**config.mk**
```make
export PLATFORM = sky130hd
export DESIGN_NAME = ddr3_emif_buffer
export DESIGN_NICKNAME = d
export VERILOG_FILES = /design/src/common/emif_pkg.sv /design/src/write_path/word_distributor.sv /design/src/write_path/word_lane.sv /design/src/write_path/line_writer.sv /design/src/source/read_unpacker.sv /design/src/source/emif_port_mux.sv /design/src/source/ddr3_emif_buffer.sv
export VERILOG_INCLUDE_DIRS = /design/src /design/src/common
export SDC_FILE = /design/constraint.sdc
export NUM_CORES = 1
export LEC_CHECK = 0
export BUFFER_PORTS_ARGS = -buffer_cell sky130_fd_sc_hd__buf_2
export CAP_MARGIN = 20
export CORE_ASPECT_RATIO = 0.9
export CORE_MARGIN = 3
export CORE_UTILIZATION = 62
export CTS_CLUSTER_SIZE = 16
export DETAILED_ROUTE_END_ITERATION = 10
export PLACE_DENSITY = 0.82
export SLEW_MARGIN = 0
export SYNTH_ARGS = -nofsm -noshare
export SYNTH_HDL_FRONTEND = slang
export SYNTH_HIERARCHICAL = 1
export SYNTH_SLANG_ARGS = --single-unit
export TNS_END_PERCENT = 30
```
**constraint.sdc**
```tcl
create_clock -name ddr_emif_clk -period 80.3 [get_ports ddr_emif_clk]
set_input_delay 8.03 -clock ddr_emif_clk [delete_from_list [all_inputs] [get_ports ddr_emif_clk]]
set_output_delay 8.03 -clock ddr_emif_clk [all_outputs]
set_load 0.005 [all_outputs]
```
**src/common/emif_cfg.svh**
```systemverilog
`ifndef EMIF_CFG_SVH
`define EMIF_CFG_SVH

// user side word
`define EMIF_WORD_W     32

// words per memory line, lane 0 is the top word
`define EMIF_LANES      8
`define EMIF_LANE_W     3

// one memory line and its byte enables
`define EMIF_LINE_W     256
`define EMIF_BE_W       32

// word address = {line address, lane}
`define EMIF_WADDR_W    25
`define EMIF_LADDR_W    22

// write word count, 1 to 255
`define EMIF_LEN_W      8

`endif

```
**src/common/emif_pkg.sv**
```systemverilog
`include "emif_cfg.svh"
`default_nettype none

package emif_pkg;

    // user write command
    typedef struct packed {
        logic [`EMIF_WADDR_W-1:0] addr;  // first word
        logic [`EMIF_LEN_W-1:0]   len;   // 1 to 255 words
    } wr_cmd_t;

    // user read command, all words inside one line
    typedef struct packed {
        logic [`EMIF_WADDR_W-1:0] addr;
        logic [`EMIF_LANE_W:0]    len;   // 1 to 8 words
    } rd_cmd_t;

    // contents of one lane of the line being built
    typedef struct packed {
        logic                    valid;
        logic [`EMIF_WORD_W-1:0] word;
    } lane_t;

    // one line operation for the emif port
    typedef struct packed {
        logic                     write;  // low for a line read
        logic [`EMIF_LADDR_W-1:0] addr;
        logic [`EMIF_LINE_W-1:0]  data;
        logic [`EMIF_BE_W-1:0]    be;
    } line_cmd_t;

endpackage

`default_nettype wire

```
**src/write_path/word_distributor.sv**
```systemverilog
`timescale 1ns/1ps
`include "emif_cfg.svh"
`default_nettype none

module word_distributor
    import emif_pkg::*;
(
    input  wire                       ddr_emif_clk,
    input  wire                       ddr_emif_rst_n,
    input  wire                       wr_req,
    input  wire wr_cmd_t              wr_cmd,
    output logic                      wr_ack,
    input  wire [`EMIF_WORD_W-1:0]    wr_word,
    input  wire                       wr_word_valid,
    output logic                      wr_word_ready,
    input  wire                       line_busy,
    output logic [`EMIF_LANES-1:0]    lane_load,
    output logic [`EMIF_WORD_W-1:0]   lane_word,
    output logic                      line_close,
    output logic [`EMIF_LADDR_W-1:0]  line_addr
);

    logic                     active;      // words of the current command still due
    logic [`EMIF_WADDR_W-1:0] cur_addr;
    logic [`EMIF_LEN_W-1:0]   remain;
    logic                     capture;
    logic                     accept;
    logic                     closes_now;

    assign capture    = wr_req && !wr_ack && !active;
    assign closes_now = (&cur_addr[`EMIF_LANE_W-1:0]) || (remain == 1);  // lane 7 or last word

    // closing word waits while the previous line is still queued,
    // and one bubble while the lanes clear
    assign wr_word_ready = active && !line_close && !(line_busy && closes_now);
    assign accept        = wr_word_valid && wr_word_ready;
    assign lane_word     = wr_word;

    always_comb begin
        lane_load = '0;
        lane_load[cur_addr[`EMIF_LANE_W-1:0]] = accept;  // one-hot lane select
    end

    always_ff @(posedge ddr_emif_clk) begin
        if (!ddr_emif_rst_n) begin
            wr_ack     <= 1'b0;
            active     <= 1'b0;
            line_close <= 1'b0;
        end else begin
            line_close <= accept && closes_now;
            if (capture) begin
                wr_ack <= 1'b1;
                active <= 1'b1;
            end else if (!wr_req) begin
                wr_ack <= 1'b0;
            end
            if (accept && remain == 1)
                active <= 1'b0;
        end
    end

    always_ff @(posedge ddr_emif_clk) begin
        if (capture) begin
            cur_addr <= wr_cmd.addr;
            remain   <= wr_cmd.len;
        end else if (accept) begin
            cur_addr <= cur_addr + 1'b1;  // carries into the next line
            remain   <= remain - 1'b1;
        end
        if (accept && closes_now)
            line_addr <= cur_addr[`EMIF_WADDR_W-1:`EMIF_LANE_W];
    end

    a_load_onehot: assert property (@(posedge ddr_emif_clk) disable iff (!ddr_emif_rst_n)
        $onehot0(lane_load));

endmodule

`default_nettype wire

```
**src/write_path/word_lane.sv**
```systemverilog
`timescale 1ns/1ps
`include "emif_cfg.svh"
`default_nettype none

module word_lane
    import emif_pkg::*;
(
    input  wire                     ddr_emif_clk,
    input  wire                     ddr_emif_rst_n,
    input  wire                     load,
    input  wire [`EMIF_WORD_W-1:0]  word,
    input  wire                     clear,
    output lane_t                   lane
);

    logic                    valid_q;
    logic [`EMIF_WORD_W-1:0] word_q;

    always_ff @(posedge ddr_emif_clk) begin
        if (!ddr_emif_rst_n) begin
            valid_q <= 1'b0;
        end else if (clear) begin
            valid_q <= 1'b0;  // line handed over
        end else if (load) begin
            valid_q <= 1'b1;
        end
    end

    always_ff @(posedge ddr_emif_clk) begin
        if (load)
            word_q <= word;
    end

    assign lane = '{valid: valid_q, word: word_q};

    // distributor leaves a bubble on the close cycle
    a_no_load_on_clear: assert property (@(posedge ddr_emif_clk) disable iff (!ddr_emif_rst_n)
        !(load && clear));

endmodule

`default_nettype wire

```
**src/write_path/line_writer.sv**
```systemverilog
`timescale 1ns/1ps
`include "emif_cfg.svh"
`default_nettype none

module line_writer
    import emif_pkg::*;
(
    input  wire                         ddr_emif_clk,
    input  wire                         ddr_emif_rst_n,
    input  wire lane_t [`EMIF_LANES-1:0] lanes,
    input  wire                         line_close,
    input  wire [`EMIF_LADDR_W-1:0]     line_addr,
    output logic                        line_busy,
    output line_cmd_t                   wr_line,
    output logic                        wr_line_valid,
    input  wire                         wr_line_grant
);

    localparam int LANES  = `EMIF_LANES;
    localparam int WORD_W = `EMIF_WORD_W;
    localparam int BE_LN  = `EMIF_BE_W / `EMIF_LANES;  // byte enables per lane

    line_cmd_t next_line;

    // lane 0 lands in the most significant word
    always_comb begin
        next_line       = '0;
        next_line.write = 1'b1;
        next_line.addr  = line_addr;
        for (int i = 0; i < LANES; i++) begin
            if (lanes[i].valid)
                next_line.data[(LANES-1-i)*WORD_W +: WORD_W] = lanes[i].word;
            next_line.be[(LANES-1-i)*BE_LN +: BE_LN] = {BE_LN{lanes[i].valid}};
        end
    end

    always_ff @(posedge ddr_emif_clk) begin
        if (!ddr_emif_rst_n) begin
            wr_line_valid <= 1'b0;
        end else if (line_close) begin
            wr_line_valid <= 1'b1;
        end else if (wr_line_grant) begin
            wr_line_valid <= 1'b0;  // taken by the port
        end
    end

    always_ff @(posedge ddr_emif_clk) begin
        if (line_close)
            wr_line <= next_line;
    end

    assign line_busy = wr_line_valid;  // one line of holding

    // the distributor never closes onto a held line
    a_no_overwrite: assert property (@(posedge ddr_emif_clk) disable iff (!ddr_emif_rst_n)
        line_close |-> !wr_line_valid);

    a_grant_when_held: assert property (@(posedge ddr_emif_clk) disable iff (!ddr_emif_rst_n)
        wr_line_grant |-> wr_line_valid);

endmodule

`default_nettype wire

```
**src/source/read_unpacker.sv**
```systemverilog
`timescale 1ns/1ps
`include "emif_cfg.svh"
`default_nettype none

module read_unpacker
    import emif_pkg::*;
(
    input  wire                      ddr_emif_clk,
    input  wire                      ddr_emif_rst_n,
    input  wire                      rd_req,
    input  wire rd_cmd_t             rd_cmd,
    output logic                     rd_ack,
    output line_cmd_t                rd_line,
    output logic                     rd_line_valid,
    input  wire                      rd_line_grant,
    input  wire [`EMIF_LINE_W-1:0]   ddr_emif_read_data,
    input  wire                      ddr_emif_rddata_valid,
    output logic [`EMIF_WORD_W-1:0]  rd_word,
    output logic                     rd_valid
);

    typedef enum logic [2:0] {ST_IDLE, ST_REQ, ST_WAIT, ST_STREAM, ST_ACK} state_t;

    state_t                   state;
    logic [`EMIF_LADDR_W-1:0] raddr_q;
    logic [`EMIF_LANE_W-1:0]  lane_idx;   // next lane to return
    logic [`EMIF_LANE_W:0]    remain;
    logic [`EMIF_LINE_W-1:0]  line_q;

    assign rd_line       = '{write: 1'b0, addr: raddr_q, data: '0, be: '0};
    assign rd_line_valid = (state == ST_REQ);
    assign rd_valid      = (state == ST_STREAM);
    assign rd_ack        = (state == ST_ACK);
    assign rd_word       = line_q[(`EMIF_LANES-1-lane_idx)*`EMIF_WORD_W +: `EMIF_WORD_W];

    always_ff @(posedge ddr_emif_clk) begin
        if (!ddr_emif_rst_n) begin
            state <= ST_IDLE;
        end else begin
            case (state)
                ST_IDLE:   if (rd_req) state <= ST_REQ;
                ST_REQ:    if (rd_line_grant) state <= ST_WAIT;
                ST_WAIT:   if (ddr_emif_rddata_valid) state <= ST_STREAM;
                ST_STREAM: if (remain == 1) state <= ST_ACK;  // last word out now
                ST_ACK:    if (!rd_req) state <= ST_IDLE;
                default:   state <= ST_IDLE;
            endcase
        end
    end

    always_ff @(posedge ddr_emif_clk) begin
        case (state)
            ST_IDLE: begin
                if (rd_req) begin
                    raddr_q  <= rd_cmd.addr[`EMIF_WADDR_W-1:`EMIF_LANE_W];
                    lane_idx <= rd_cmd.addr[`EMIF_LANE_W-1:0];
                    remain   <= rd_cmd.len;
                end
            end
            ST_WAIT: if (ddr_emif_rddata_valid) line_q <= ddr_emif_read_data;
            ST_STREAM: begin
                lane_idx <= lane_idx + 1'b1;
                remain   <= remain - 1'b1;
            end
            default: ;
        endcase
    end

    a_inside_line: assert property (@(posedge ddr_emif_clk) disable iff (!ddr_emif_rst_n)
        (state == ST_IDLE && rd_req) |->
            (rd_cmd.len != 0 && rd_cmd.addr[`EMIF_LANE_W-1:0] + rd_cmd.len <= `EMIF_LANES));

    // one line read outstanding at a time
    a_data_when_waiting: assert property (@(posedge ddr_emif_clk) disable iff (!ddr_emif_rst_n)
        ddr_emif_rddata_valid |-> state == ST_WAIT);

endmodule

`default_nettype wire

```
**src/source/emif_port_mux.sv**
```systemverilog
`timescale 1ns/1ps
`include "emif_cfg.svh"
`default_nettype none

module emif_port_mux
    import emif_pkg::*;
(
    input  wire                      ddr_emif_clk,
    input  wire                      ddr_emif_rst_n,
    input  wire line_cmd_t           wr_line,
    input  wire                      wr_line_valid,
    output logic                     wr_line_grant,
    input  wire line_cmd_t           rd_line,
    input  wire                      rd_line_valid,
    output logic                     rd_line_grant,
    input  wire                      ddr_emif_ready,
    output logic                     ddr_emif_write,
    output logic                     ddr_emif_read,
    output logic [`EMIF_LADDR_W-1:0] ddr_emif_addr,
    output logic [`EMIF_LINE_W-1:0]  ddr_emif_write_data,
    output logic [`EMIF_BE_W-1:0]    ddr_emif_byte_enable
);

    logic      wr_pend;
    logic      rd_pend;
    logic      port_free;
    line_cmd_t pick;

    assign wr_line_grant = ddr_emif_write && ddr_emif_ready;
    assign rd_line_grant = ddr_emif_read && ddr_emif_ready;

    // a granted requester still shows valid on the grant cycle
    assign wr_pend   = wr_line_valid && !wr_line_grant;
    assign rd_pend   = rd_line_valid && !rd_line_grant;
    assign port_free = !(ddr_emif_write || ddr_emif_read) || ddr_emif_ready;
    assign pick      = wr_pend ? wr_line : rd_line;  // writes first

    always_ff @(posedge ddr_emif_clk) begin
        if (!ddr_emif_rst_n) begin
            ddr_emif_write <= 1'b0;
            ddr_emif_read  <= 1'b0;
        end else if (port_free) begin
            ddr_emif_write <= (wr_pend || rd_pend) && pick.write;
            ddr_emif_read  <= (wr_pend || rd_pend) && !pick.write;
        end
    end

    always_ff @(posedge ddr_emif_clk) begin
        if (port_free && (wr_pend || rd_pend)) begin
            ddr_emif_addr        <= pick.addr;
            ddr_emif_write_data  <= pick.data;
            ddr_emif_byte_enable <= pick.be;
        end
    end

    a_one_op: assert property (@(posedge ddr_emif_clk) disable iff (!ddr_emif_rst_n)
        !(ddr_emif_write && ddr_emif_read));

endmodule

`default_nettype wire

```
**src/source/ddr3_emif_buffer.sv**
```systemverilog
`timescale 1ns/1ps
`include "emif_cfg.svh"
`default_nettype none

module ddr3_emif_buffer
    import emif_pkg::*;
(
    input  wire                      ddr_emif_clk,
    input  wire                      ddr_emif_rst_n,
    // user write side
    input  wire                      wr_req,
    input  wire wr_cmd_t             wr_cmd,
    output logic                     wr_ack,
    input  wire [`EMIF_WORD_W-1:0]   wr_word,
    input  wire                      wr_word_valid,
    output logic                     wr_word_ready,
    // user read side
    input  wire                      rd_req,
    input  wire rd_cmd_t             rd_cmd,
    output logic                     rd_ack,
    output logic [`EMIF_WORD_W-1:0]  rd_word,
    output logic                     rd_valid,
    // emif port
    input  wire                      ddr_emif_ready,
    input  wire [`EMIF_LINE_W-1:0]   ddr_emif_read_data,
    input  wire                      ddr_emif_rddata_valid,
    output logic                     ddr_emif_write,
    output logic                     ddr_emif_read,
    output logic [`EMIF_LADDR_W-1:0] ddr_emif_addr,
    output logic [`EMIF_LINE_W-1:0]  ddr_emif_write_data,
    output logic [`EMIF_BE_W-1:0]    ddr_emif_byte_enable
);

    logic [`EMIF_LANES-1:0]   lane_load;
    logic [`EMIF_WORD_W-1:0]  lane_word;
    lane_t [`EMIF_LANES-1:0]  lanes;
    logic                     line_close;
    logic [`EMIF_LADDR_W-1:0] line_addr;
    logic                     line_busy;
    line_cmd_t                wr_line;
    logic                     wr_line_valid;
    logic                     wr_line_grant;
    line_cmd_t                rd_line;
    logic                     rd_line_valid;
    logic                     rd_line_grant;

    word_distributor u_distributor (
        .ddr_emif_clk, .ddr_emif_rst_n, .wr_req, .wr_cmd, .wr_ack, .wr_word,
        .wr_word_valid, .wr_word_ready, .line_busy, .lane_load, .lane_word,
        .line_close, .line_addr
    );

    // one register per lane of the line being filled
    for (genvar i = 0; i < `EMIF_LANES; i++) begin : g_lane
        word_lane u_lane (
            .ddr_emif_clk, .ddr_emif_rst_n,
            .load  (lane_load[i]),
            .word  (lane_word),
            .clear (line_close),
            .lane  (lanes[i])
        );
    end

    line_writer u_line_writer (
        .ddr_emif_clk, .ddr_emif_rst_n, .lanes, .line_close, .line_addr,
        .line_busy, .wr_line, .wr_line_valid, .wr_line_grant
    );

    read_unpacker u_read_unpacker (
        .ddr_emif_clk, .ddr_emif_rst_n, .rd_req, .rd_cmd, .rd_ack, .rd_line,
        .rd_line_valid, .rd_line_grant, .ddr_emif_read_data, .ddr_emif_rddata_valid,
        .rd_word, .rd_valid
    );

    emif_port_mux u_port_mux (
        .ddr_emif_clk, .ddr_emif_rst_n, .wr_line, .wr_line_valid, .wr_line_grant,
        .rd_line, .rd_line_valid, .rd_line_grant, .ddr_emif_ready, .ddr_emif_write,
        .ddr_emif_read, .ddr_emif_addr, .ddr_emif_write_data, .ddr_emif_byte_enable
    );

endmodule

`default_nettype wire

```
# Word level (Yosys, flattened, before mapping)
# Index checks and enable logic that the tools add are counted.
[classes] bitwise_logic=2 eq_ne=12 n_lt_le_gt_ge=2 n_addsub=5 n_shift=1 reduce_logical=39 mux=21
[ops] op="311-bit two-way mux" count=1
[ops] op="256-bit by 33-bit variable part select with 32-bit output" count=1
[ops] op="25-bit two-way mux" count=2
[ops] op="25-bit by 1-bit adder with 25-bit output, second input constant" count=1
[ops] op="3-bit two-way mux" count=6
[ops] op="1-bit logical AND" count=16
[ops] op="8-bit two-way mux" count=2
[ops] op="3-bit one-hot mux with 5 select lines" count=1
[ops] op="8-bit AND" count=1
[ops] op="8-bit by 1-bit == test with 1-bit output, second input constant" count=1
[ops] op="1-bit zero test" count=8
[ops] op="2-bit inequality test, second input constant" count=4
[ops] op="4-bit one-hot mux with 2 select lines" count=1
[ops] op="8-bit by 1-bit subtractor with 8-bit output, second input constant" count=1
[ops] op="3-bit by 2-bit == test with 1-bit output, second input constant" count=2
[ops] op="3-bit one-hot mux with 2 select lines" count=1
[ops] op="2-bit AND reduction" count=3
[ops] op="2-bit nonzero test" count=3
[ops] op="1-bit two-way mux" count=5
[ops] op="5-bit AND reduction" count=1
[ops] op="4-bit by 1-bit == test with 1-bit output, second input constant" count=1
[ops] op="1-bit logical OR" count=4
[ops] op="3-bit by 4-bit < comparator with 1-bit output, second input constant" count=1
[ops] op="4-bit two-way mux" count=1
[ops] op="other kinds (12)" count=14
[word_totals] ff_bits=1227 elab_cells=125 inputBits=357

# Logic depth before layout (Yosys ltp)
# Gate-level depths: netlist (run 1).
[logic_depth] depth_word=8 depth_mapped=7 depth_no_buf=7

# By module
# Netlist (run 1), hierarchy kept.
[modules_own_cells] module="emif_port_mux" instances=1 cells_per_inst=671 seq_area_each_um2=9349.0 area_each_um2=13297.8
[modules_own_cells] module="read_unpacker" instances=1 cells_per_inst=739 seq_area_each_um2=8618.3 area_each_um2=13198.9
[modules_own_cells] module="line_writer" instances=1 cells_per_inst=596 seq_area_each_um2=8608.3 area_each_um2=10862.9
[modules_own_cells] module="word_lane" instances=8 cells_per_inst=36 seq_area_each_um2=980.9 area_each_um2=1004.7
[modules_own_cells] module="word_distributor" instances=1 cells_per_inst=290 seq_area_each_um2=1711.6 area_each_um2=3151.8

# Worst setup path before layout (run 1)
# No wires, ideal clock.
[synth_path] path_kind="input-to-reg" from="input ddr_emif_rddata_valid" to="register u_read_unpacker.line_q[0] (enable)" arrival_ns=32.031 setup_time_ns=1.511 stages=1 n_path_buf=0 slack_ns=46.758 required_ns=78.789 cell_sequence="nor4bb_1"
[synth_between] elab_chain_cells=1
[synth_lines] item="start, declared" line="ddr3_emif_buffer.sv:26" rtl="input wire ddr_emif_rddata_valid,"
[synth_lines] item="2-bit AND reduction (no source line)"
[synth_lines] item="end signal, assigned" line="read_unpacker.sv:60" rtl="ST_WAIT: if (ddr_emif_rddata_valid) line_q <= ddr_emif_read_data;"
[synth_lines] item="end, declared" line="read_unpacker.sv:28" rtl="logic [`EMIF_LINE_W-1:0] line_q;"
# No other way between the ends.
# A chain may end at the register's enable or synchronous reset.

# Final worst setup path (run 1)
[layout_path] from="register u_read_unpacker.lane_idx[1]" to="output rd_word[3]"
[layout_between] elab_chain_cells=2
[layout_lines] item="start, declared" line="read_unpacker.sv:26" rtl="logic [`EMIF_LANE_W-1:0] lane_idx;"
[layout_lines] item="start signal, assigned" line="read_unpacker.sv:56" rtl="lane_idx <= rd_cmd.addr[`EMIF_LANE_W-1:0];"
[layout_lines] item="start signal, assigned" line="read_unpacker.sv:62" rtl="lane_idx <= lane_idx + 1'b1;"
[layout_lines] item="3-bit by 3-bit subtractor with 4-bit output (no source line)"
[layout_lines] item="256-bit by 33-bit variable part select with 32-bit output" line="read_unpacker.sv:34" rtl="assign rd_word = line_q[(`EMIF_LANES-1-lane_idx)*`EMIF_WORD_W +: `EMIF_WORD_W];"
[layout_lines] item="end, declared" line="ddr3_emif_buffer.sv:21" rtl="output logic [`EMIF_WORD_W-1:0] rd_word,"
# No other way between the ends.

==> results of run 1 <==
## synthesized netlist by cell type, drive strengths merged, types with 3 or more instances
library cell  instances  area share [%]
nor3                  9           0.093
or4                   6           0.098
a21oi                 8           0.082
and2                260             4.0
ha                    7            0.18
nand3                10            0.13
nand2                48            0.38
nand4                 8            0.15
or3                   4           0.064
a31oi                11            0.14
nor2b                 6           0.077
xnor2                13            0.23
edfxtp             1192              74
clkbuf               36            0.36
mux2                342             7.9
and3                  5           0.072
dfxtp                17            0.70
mux4                 64             3.4
inv                  13            0.10
o21ai                27            0.28
buf                 406             6.5
nor3b                12            0.27
nor4b                 3           0.054
o31ai                 6           0.093
nor4                  4           0.052
nand3b                5           0.077
xor2                  7            0.13
nor2                 32            0.25
## metal layers
metal	part of all wire, %	GRT usage, %	up-vias	routed length (um)
met4	4.5	11.3	8	4800
met3	7.6	5.79	231	8110
met5	0.038	0	-	41
met2	52	44.6	1095	55500
li1	-	-	10577	-
met1	36	31.7	12113	38700
## kinds of logic (layout without fill, tap and decap cells)
logic type	after synthesis	in the layout	synth area share (%)
DFF	1209	1209	74.4
buffers and inverters	456	962	6.96
adders and majority gates	7	7	0.180
other	2	316	0.0155
xor gates and xnor gates	20	20	0.361
AOI/OAI and AO/OA	68	68	0.879
muxes	406	406	11.3
and+or+nand+nor	416	416	5.84
## stage by stage
stage	std cells	total power, mW
3_5_place_dp	4196	0.831
5_1_grt	4427	1.37
6_report	4433	1.33
4_1_cts	4405	1.34
2_1_floorplan	2872	0.802
3_3_place_gp	4196	0.827
## where the power goes
group          leakage, nW  switching, mW  internal, mW
sequential            10.6         0.0134         0.724
combinational         7.33         0.0463        0.0348
clock                 1.75          0.224         0.289
## state kept, by name (all words and copies together) (netlist names)
| signal | cells |
|---|---|
| u_distributor/line_close | 1 |
| u_read_unpacker/line_q | 256 |
| g_lane.u_lane/word_q | 256 |
| u_line_writer/line_busy | 1 |
| u_read_unpacker/remain | 4 |
| u_read_unpacker/raddr_q | 22 |
| u_port_mux/ddr_emif_write | 1 |
| u_distributor/line_addr | 22 |
| u_port_mux/ddr_emif_write_data | 256 |
| u_port_mux/ddr_emif_read | 1 |
| u_read_unpacker/lane_idx | 3 |
| u_port_mux/ddr_emif_addr | 22 |
| u_distributor/remain | 8 |
| u_read_unpacker/state | 3 |
| u_distributor/wr_ack | 1 |
| g_lane.u_lane/valid_q | 8 |
| u_distributor/active | 1 |
| u_distributor/cur_addr | 25 |
| u_line_writer/wr_line | 286 |
| u_port_mux/ddr_emif_byte_enable | 32 |
## cell type report
cell class / instances / share of cell area (%)
sequential: 1209 / 65.5
multi-input combinational: 1207 / 18.5
timing repair buffer: 740 / 6.94
clock buffer: 141 / 5.55
tap: 1029 / 2.33
clock inverter: 68 / 0.950
antenna: 26 / 0.118
inverter: 13 / 0.0884
## final timing paths
path | startpoint | endpoint | slack, ns | cells after the start
min | u_distributor/line_addr[5]$_DFFE_PP_ | u_line_writer/wr_line[293]$_DFFE_PP_ | 0.42 | 0
max reg2reg | u_read_unpacker/state[0]$_SDFFE_PN0P_ | u_port_mux/ddr_emif_write_data[99]$_DFFE_PP_ | 75.67 | 7
max | u_read_unpacker/lane_idx[1]$_DFFE_PP_ | rd_word[3] | 69.21 | 4
min reg2reg | u_distributor/line_addr[5]$_DFFE_PP_ | u_line_writer/wr_line[293]$_DFFE_PP_ | 0.42 | 0
==> flow_summary.toml, run 1 <==
[run_status]
status = "finished clean"

[finish]
layout_common_cells = "edfxtp_1, buf_2, mux2_2, conb_1, and2_2"
fill_cells = 4568
regArea_mm2 = 0.0361
utilization_pct = 71.8
nets = 3649
final_cell_area_mm2 = 0.0552
multi_input_area_mm2 = 0.0102
final_common_cell = "edfxtp_1"
post_route_cells_drive_above_1_share_pct = 45.9
syn_to_final_growth_pct = 13.6

[clock_tree]
cts-htree-levels = 3
cts_sinks = 1209
cts_hold_buf = 0
clk_pin_slew_ns = 0.06
cts_root_buffer = "clkbuf_16"
clockBufferDepth = 3
insertion_delay_ns = 0.67
cts_tree = "yes"
cts_resized = 0
cts_setup_buffers = 0
cts_buffers = 114

[setup_path]
critPathLaunchType = "register"
crit_chain = "buf_4 > mux4_1 > mux2_2 > buf_2"
crit_slowest_cell = "buf_4"
crit_arrival_ns = 3.06
worstPathRequired_ns = 72.27
cp-end-kind = "output port"
critical_path.top_delay_family = "multiplexers"
crit_type = "reg -> out"
path_buf_inv = 2
cp_max_fo = 65
critical_path.max_stage_delay_ns = 0.81

[synthesis]
synth-main-ff-cell = "edfxtp_1"
synth_seq_cells = 1209
async_flop_share_pct = 0
synth-seq-area-share_pct = 74.4
synthCells = 2584
syn_avg_cell_area_um2 = 18.8
synth_edf_count = 1192
syn_area_mm2 = 0.0485
synth_cell_types = 63
yosysWarnings = 6

[detailed_routing]
via_per_inst = 5.42
route.detailed.drc = 0
drtIter0Drc = 2429
route.vias.total = 24024
routed_wirelength_mm = 107
drt_pass1_iterations = 5
antenna_left = 0
avgRoutedWirePerCell_um = 24.2

[sta]
finalClockSkew_ns = 0.0315
setup_slack_ns = 69.21
drv_slew = 0
fin_setup_tns_ns = 0
period_share_pct = 13.8
fmax_ghz = 0.0901
hold_viol_final = 0
setup_viol = 0
slew-limit-headroom_pct = 25.2
period_needed_ns = 11.09
whs_ns = 0.418
worst_pin_slew_ns = 1.12
rsz0062_at_grt = "false"

[placement]
place_congestion = 0.950
dpl_cell_area_mm2 = 0.0515
post-place-ws_ns = 68.60
port_buffers = 704
dpl.hpwl_mm = 70.1

[floorplanning]
fp-row-count = 96
coreArea_mm2 = 0.0769
dieArea_mm2 = 0.0817
dieWidth_um = 301
num_io_pins = 705
die_h_um = 271
start_util_pct = 63.2

[pwr]
p_per_area_mw_per_mm2 = 24.1
p_leak_nw = 19.7
ir_drop_mv = 0.0213

[global_routing]
grt_max_degree = 181
antenna_found_initial = 26
grt_pass1_vias = 25035
overflow = 0
track_usage_pct = 25.9
grt_pass1_wl_mm = 156

[run]
max_cap_viol_count = 0

[worst_hold_path]
hp-class = "reg -> reg"
Note: power is estimated with default switching activity, not from simulation.
==> inputs of run 2 (changes only) <==
--- a/config.mk
+++ b/config.mk
@@ -10,10 +10,10 @@
 export CAP_MARGIN = 20
 export CORE_ASPECT_RATIO = 0.9
 export CORE_MARGIN = 3
-export CORE_UTILIZATION = 62
+export CORE_UTILIZATION = 52
 export CTS_CLUSTER_SIZE = 16
 export DETAILED_ROUTE_END_ITERATION = 10
-export PLACE_DENSITY = 0.82
+export PLACE_DENSITY = 0.73
 export SLEW_MARGIN = 0
 export SYNTH_ARGS = -nofsm -noshare
 export SYNTH_HDL_FRONTEND = slang
==> constraint.sdc (replaced) <==
create_clock -name ddr_emif_clk -period 8.9 [get_ports ddr_emif_clk]
set_input_delay 0.89 -clock ddr_emif_clk [delete_from_list [all_inputs] [get_ports ddr_emif_clk]]
set_output_delay 0.89 -clock ddr_emif_clk [all_outputs]
set_load 0.005 [all_outputs]
==> flow_summary.toml, run 2 (synthesis results as in run 1) <==
[finish]
post_route_cells_drive_above_1_share_pct = 46.0
final_common_cell = "edfxtp_1"
fill_cells = 6670
largest_register_ffs = 286
fin_cells = 4619
syn_to_final_growth_pct = 14.8
final_cell_area_mm2 = 0.0557
nets = 3642
layout_common_cells = "edfxtp_1, buf_2, mux2_2, conb_1, and2_2"
regMostFlops = "u_line_writer/wr_line"

[sta]
period_share_pct = 47.2
rsz0062_at_grt = "false"
whs_ns = 0.390
setup_viol = 0
worst_pin_slew_ns = 1.19
finalClockSkew_ns = 0.0310
setup_slack_ns = 4.69
fmax_ghz = 0.238
slew-limit-headroom_pct = 20.5
period_needed_ns = 4.21
drv_slew = 0
hold_viol_final = 0

[clock_tree]
cts_sinks = 1209
clk_pin_slew_ns = 0.06
insertion_delay_ns = 0.67
cts_hold_buf = 0
cts-htree-levels = 3
cts_buffers = 115
clockBufferDepth = 3
cts_setup_buffers = 0
cts_resized = 0
cts_root_buffer = "clkbuf_16"
cts_tree = "yes"

[global_routing]
grt_max_degree = 164
grt_pass1_vias = 23384
grt_pass1_wl_mm = 149
antenna_found_initial = 21
track_usage_pct = 20.9
overflow = 0

[setup_path]
cp-endpoint = "rd_word[3]"
critical_path.max_stage_delay_ns = 0.80
reg2reg_depth = 6
cp_max_fo = 57
crit_type = "reg -> out"
path_buf_inv = 2
reg2reg_from = "u_read_unpacker/state[0]$_SDFFE_PN0P_"
cp-end-kind = "output port"
critical_path.top_delay_family = "multiplexers"
critPathLaunchType = "register"
r2r_end = "u_port_mux/ddr_emif_write_data[70]$_DFFE_PP_"
crit_arrival_ns = 3.32
worstPathRequired_ns = 8.01
crit_chain = "buf_4 > mux4_1 > mux2_2 > buf_2"
cp.depth = 4
crit_slowest_cell = "buf_4"
reg2reg_slack_ns = 5.28
crit_path_start = "u_read_unpacker/lane_idx[1]$_DFFE_PP_"

[floorplanning]
die_h_um = 296
coreArea_mm2 = 0.0918
num_io_pins = 705
fp-row-count = 105
dieWidth_um = 328
dieArea_mm2 = 0.0971
start_util_pct = 52.9

[placement]
dp.cells = 4390
post-place-ws_ns = 5.38
place_congestion = 0.890
dpl.hpwl_mm = 66.2
port_buffers = 704
dpl_cell_area_mm2 = 0.0517

[detailed_routing]
drtIter0Drc = 1713
route.detailed.drc = 0
antenna_left = 0
routed_wirelength_mm = 103
via_per_inst = 5.01
drt_pass1_iterations = 7
route.vias.total = 23150
avgRoutedWirePerCell_um = 22.4

[worst_hold_path]
hold_depth = 1
hp-class = "in -> reg"

[pwr]
ir_drop_mv = 0.188
p_total_mw = 12.4
p_per_area_mw_per_mm2 = 223
p_leak_nw = 19.8

[run_status]
status = "finished clean"

[run]
max_cap_viol_count = 0
==> run 2: cell types whose count changed in the layout (fill, tap and decap cells not counted), sizes merged <==
| cell | before | now |
|---|---|---|
| buf | 740 | 732 |
| bufinv | 6 | 21 |
| clkbuf | 141 | 137 |
| clkinv | 57 | 50 |
| clkinvlp | 5 | 3 |
| diode | 26 | 15 |
| inv | 13 | 15 |
==> run 2: power breakdown <==
| part | switching [mW] | leakage [nW] | internal (mW) |
|---|---|---|---|
| clock | 2.05 | 1.91 | 3.00 |
| sequential | 0.121 | 10.6 | 6.53 |
| combinational | 0.402 | 7.30 | 0.313 |
| total | 2.57 | 19.8 | 9.84 |
==> run 2: worst min-delay path by stage <==
stage | startpoint | slack [ns] | to
3_3_place_gp | u_distributor/line_addr[12]$_DFFE_PP_ | 0.40 | u_line_writer/wr_line[300]$_DFFE_PP_
6_report | ddr_emif_read_data[172] | 0.39 | u_read_unpacker/line_q[172]$_DFFE_PP_
3_5_place_dp | u_distributor/line_addr[6]$_DFFE_PP_ | 0.40 | u_line_writer/wr_line[294]$_DFFE_PP_
4_1_cts | ddr_emif_read_data[61] | 0.32 | u_read_unpacker/line_q[61]$_DFFE_PP_
2_1_floorplan | u_distributor/line_addr[0]$_DFFE_PP_ | 0.40 | u_line_writer/wr_line[288]$_DFFE_PP_
5_1_grt | rd_cmd[26] | 0.34 | u_read_unpacker/raddr_q[19]$_DFFE_PP_
==> run 2: area by class of cell <==
class | count | area (um2) | share of cell area (%)
antenna | 15 | 37.5 | 0.0674
inverter | 13 | 48.8 | 0.0876
multi-input combinational | 1207 | 10200 | 18.3
tap | 1230 | 1540 | 2.76
clock inverter | 76 | 945 | 1.70
clock buffer | 137 | 2980 | 5.35
timing repair buffer | 732 | 3800 | 6.83
sequential | 1209 | 36100 | 64.9
==> run 2: metal layers <==
metal / up-vias / share of wire (%) / global-route usage, %
li1: 10569 / - / -
met1: 11574 / 39 / 26.6
met2: 816 / 51 / 36.0
met3: 179 / 7.0 / 4.83
met4: 12 / 2.6 / 6.12
met5: - / 0.067 / 0
==> run 2: metrics by stage <==
step,setup TNS (ns),utilization [%]
after global routing,0,60.6
after floorplan,-166.75,-
after CTS,0,60.6
after global placement,0,56.3
final,0,60.7
after detailed placement,0,56.3
==> inputs of run 3 (changes only) <==
==> constraint.sdc (replaced) <==
create_clock -name ddr_emif_clk -period 3.8 [get_ports ddr_emif_clk]
set_input_delay 0.38 -clock ddr_emif_clk [delete_from_list [all_inputs] [get_ports ddr_emif_clk]]
set_output_delay 0.38 -clock ddr_emif_clk [all_outputs]
set_load 0.005 [all_outputs]
==> flow_summary.toml, run 3 (synthesis results as in run 1) <==
[finish]
multi_input_area_mm2 = 0.0103
post_route_cells_drive_above_1_share_pct = 42.6
fill_cells = 6223
regMostFlops = "u_line_writer/wr_line"
largest_register_ffs = 286
final_common_cell = "edfxtp_1"
nets = 3982
final_cell_area_mm2 = 0.0590
syn_to_final_growth_pct = 21.5
layout_common_cells = "edfxtp_1, buf_2, mux2_2, dlygate4sd3_1, conb_1"
regArea_mm2 = 0.0361

[run_status]
status = "finished clean"

[pwr]
p_sw_share_pct = 21.9
p_leak_nw = 21.2
ir_drop_mv = 0.411
switching_power_mw = 6.31
power_frac_comb_pct = 7.3
p_seq_share_pct = 53.8
power.internal_mw = 22.6
clkPwrFrac_pct = 38.9
p_total_mw = 28.9
p_per_area_mw_per_mm2 = 489

[clock_tree]
clk_pin_slew_ns = 0.07
cts_resized = 0
clockBufferDepth = 3
cts_setup_buffers = 0
cts-htree-levels = 3
cts_tree = "yes"
cts_root_buffer = "clkbuf_16"
cts_sinks = 1209
cts_hold_buf = 309
cts_buffers = 116
insertion_delay_ns = 0.70

[sta]
drv_slew = 0
period_share_pct = 85.3
hold_viol_final = 0
setup_slack_ns = 0.559
fmax_ghz = 0.309
rsz0062_at_grt = "false"
period_needed_ns = 3.24
setup_viol = 0
finalClockSkew_ns = 0.0296
slew-limit-headroom_pct = 33.8
worst_pin_slew_ns = 0.993

[detailed_routing]
antenna_left = 0
drtIter0Drc = 2189
via_per_inst = 5.05
drt_pass1_iterations = 6
route.detailed.drc = 0
avgRoutedWirePerCell_um = 23.2
route.vias.total = 25037
routed_wirelength_mm = 115

[floorplanning]
start_util_pct = 52.9
coreArea_mm2 = 0.0918
fp-row-count = 105
dieArea_mm2 = 0.0971
num_io_pins = 705
die_h_um = 296
dieWidth_um = 328

[setup_path]
critical_path.max_stage_delay_ns = 0.88
cp_max_fo = 17
cp.depth = 4
crit_chain = "buf_4 > mux4_1 > mux2_2 > buf_2"
crit_slowest_cell = "edfxtp_1"
critPathLaunchType = "register"
crit_type = "reg -> out"
reg2reg_depth = 6
path_buf_inv = 2
crit_arrival_ns = 2.86
cp-end-kind = "output port"
critical_path.top_delay_family = "flip-flops"
worstPathRequired_ns = 3.42

[global_routing]
overflow = 0
grt_pass1_vias = 26031
track_usage_pct = 23.2
grt_max_degree = 168
antenna_found_initial = 13
grt_pass1_wl_mm = 165

[placement]
port_buffers = 704
dpl_cell_area_mm2 = 0.0522
place_congestion = 0.868
dpl.hpwl_mm = 69.7
post-place-ws_ns = 1.09

[run]
max_cap_viol_count = 0

[worst_hold_path]
hold_depth = 1
hp-class = "in -> reg"
## run 3: changes by cell type in the layout (fill, tap and decap cells not counted), sizes merged
cell | before | now
bufinv | 21 | 9
inv | 15 | 16
dlygate4sd3 | 0 | 309
clkinv | 50 | 61
clkinvlp | 3 | 7
buf | 732 | 762
diode | 15 | 12
## run 3: power groups by stage
stage	Combinational (mW)	Sequential [mW]	Clock [mW]
6_report	2.10	15.5	11.2
5_1_grt	2.26	15.6	12.0
4_1_cts	2.06	15.5	11.4
3_5_place_dp	1.79	15.8	0
3_3_place_gp	1.76	15.8	0
2_1_floorplan	1.03	15.9	0
## run 3: final timing paths
kind,from,to,slack [ns]
max,u_read_unpacker/lane_idx[2]$_DFFE_PP_,rd_word[7],0.56
min,wr_word[23],g_lane[1].u_lane/word_q[23]$_DFFE_PP_,0.05
max reg2reg,u_distributor/cur_addr[0]$_DFFE_PP_,g_lane[2].u_lane/word_q[16]$_DFFE_PP_,1.09
min reg2reg,u_distributor/line_addr[2]$_DFFE_PP_,u_line_writer/wr_line[290]$_DFFE_PP_,0.41
## run 3: cell type report
class / count / share of cell area, %
antenna: 12 / 0.0509
clock inverter: 80 / 1.17
sequential: 1209 / 61.3
multi-input combinational: 1207 / 17.4
tap: 1230 / 2.61
inverter: 13 / 0.0827
clock buffer: 137 / 5.09
timing repair buffer: 1071 / 12.3
## run 3: layer usage
| metal | vias to the layer above | routed length (um) | track usage (%) |
|---|---|---|---|
| li1 | 11231 | - | - |
| met1 | 12405 | 43200 | 28.6 |
| met2 | 1147 | 59000 | 40.3 |
| met3 | 250 | 8740 | 5.52 |
| met4 | 4 | 4160 | 8.45 |
| met5 | - | 22 | 0 |
## run 3: stage by stage
stage               TNS [ns]  hold WS (ns)  util (%)  instances
global route               0        0.0122      64.2       4956
finish                     0        0.0531      64.2       4959
CTS                        0       0.00570      64.2       4947
detailed placement         0         0.405      56.8       4421
global placement           0         0.402      56.8       4420
floorplan           -2618.69         0.400         -       2872
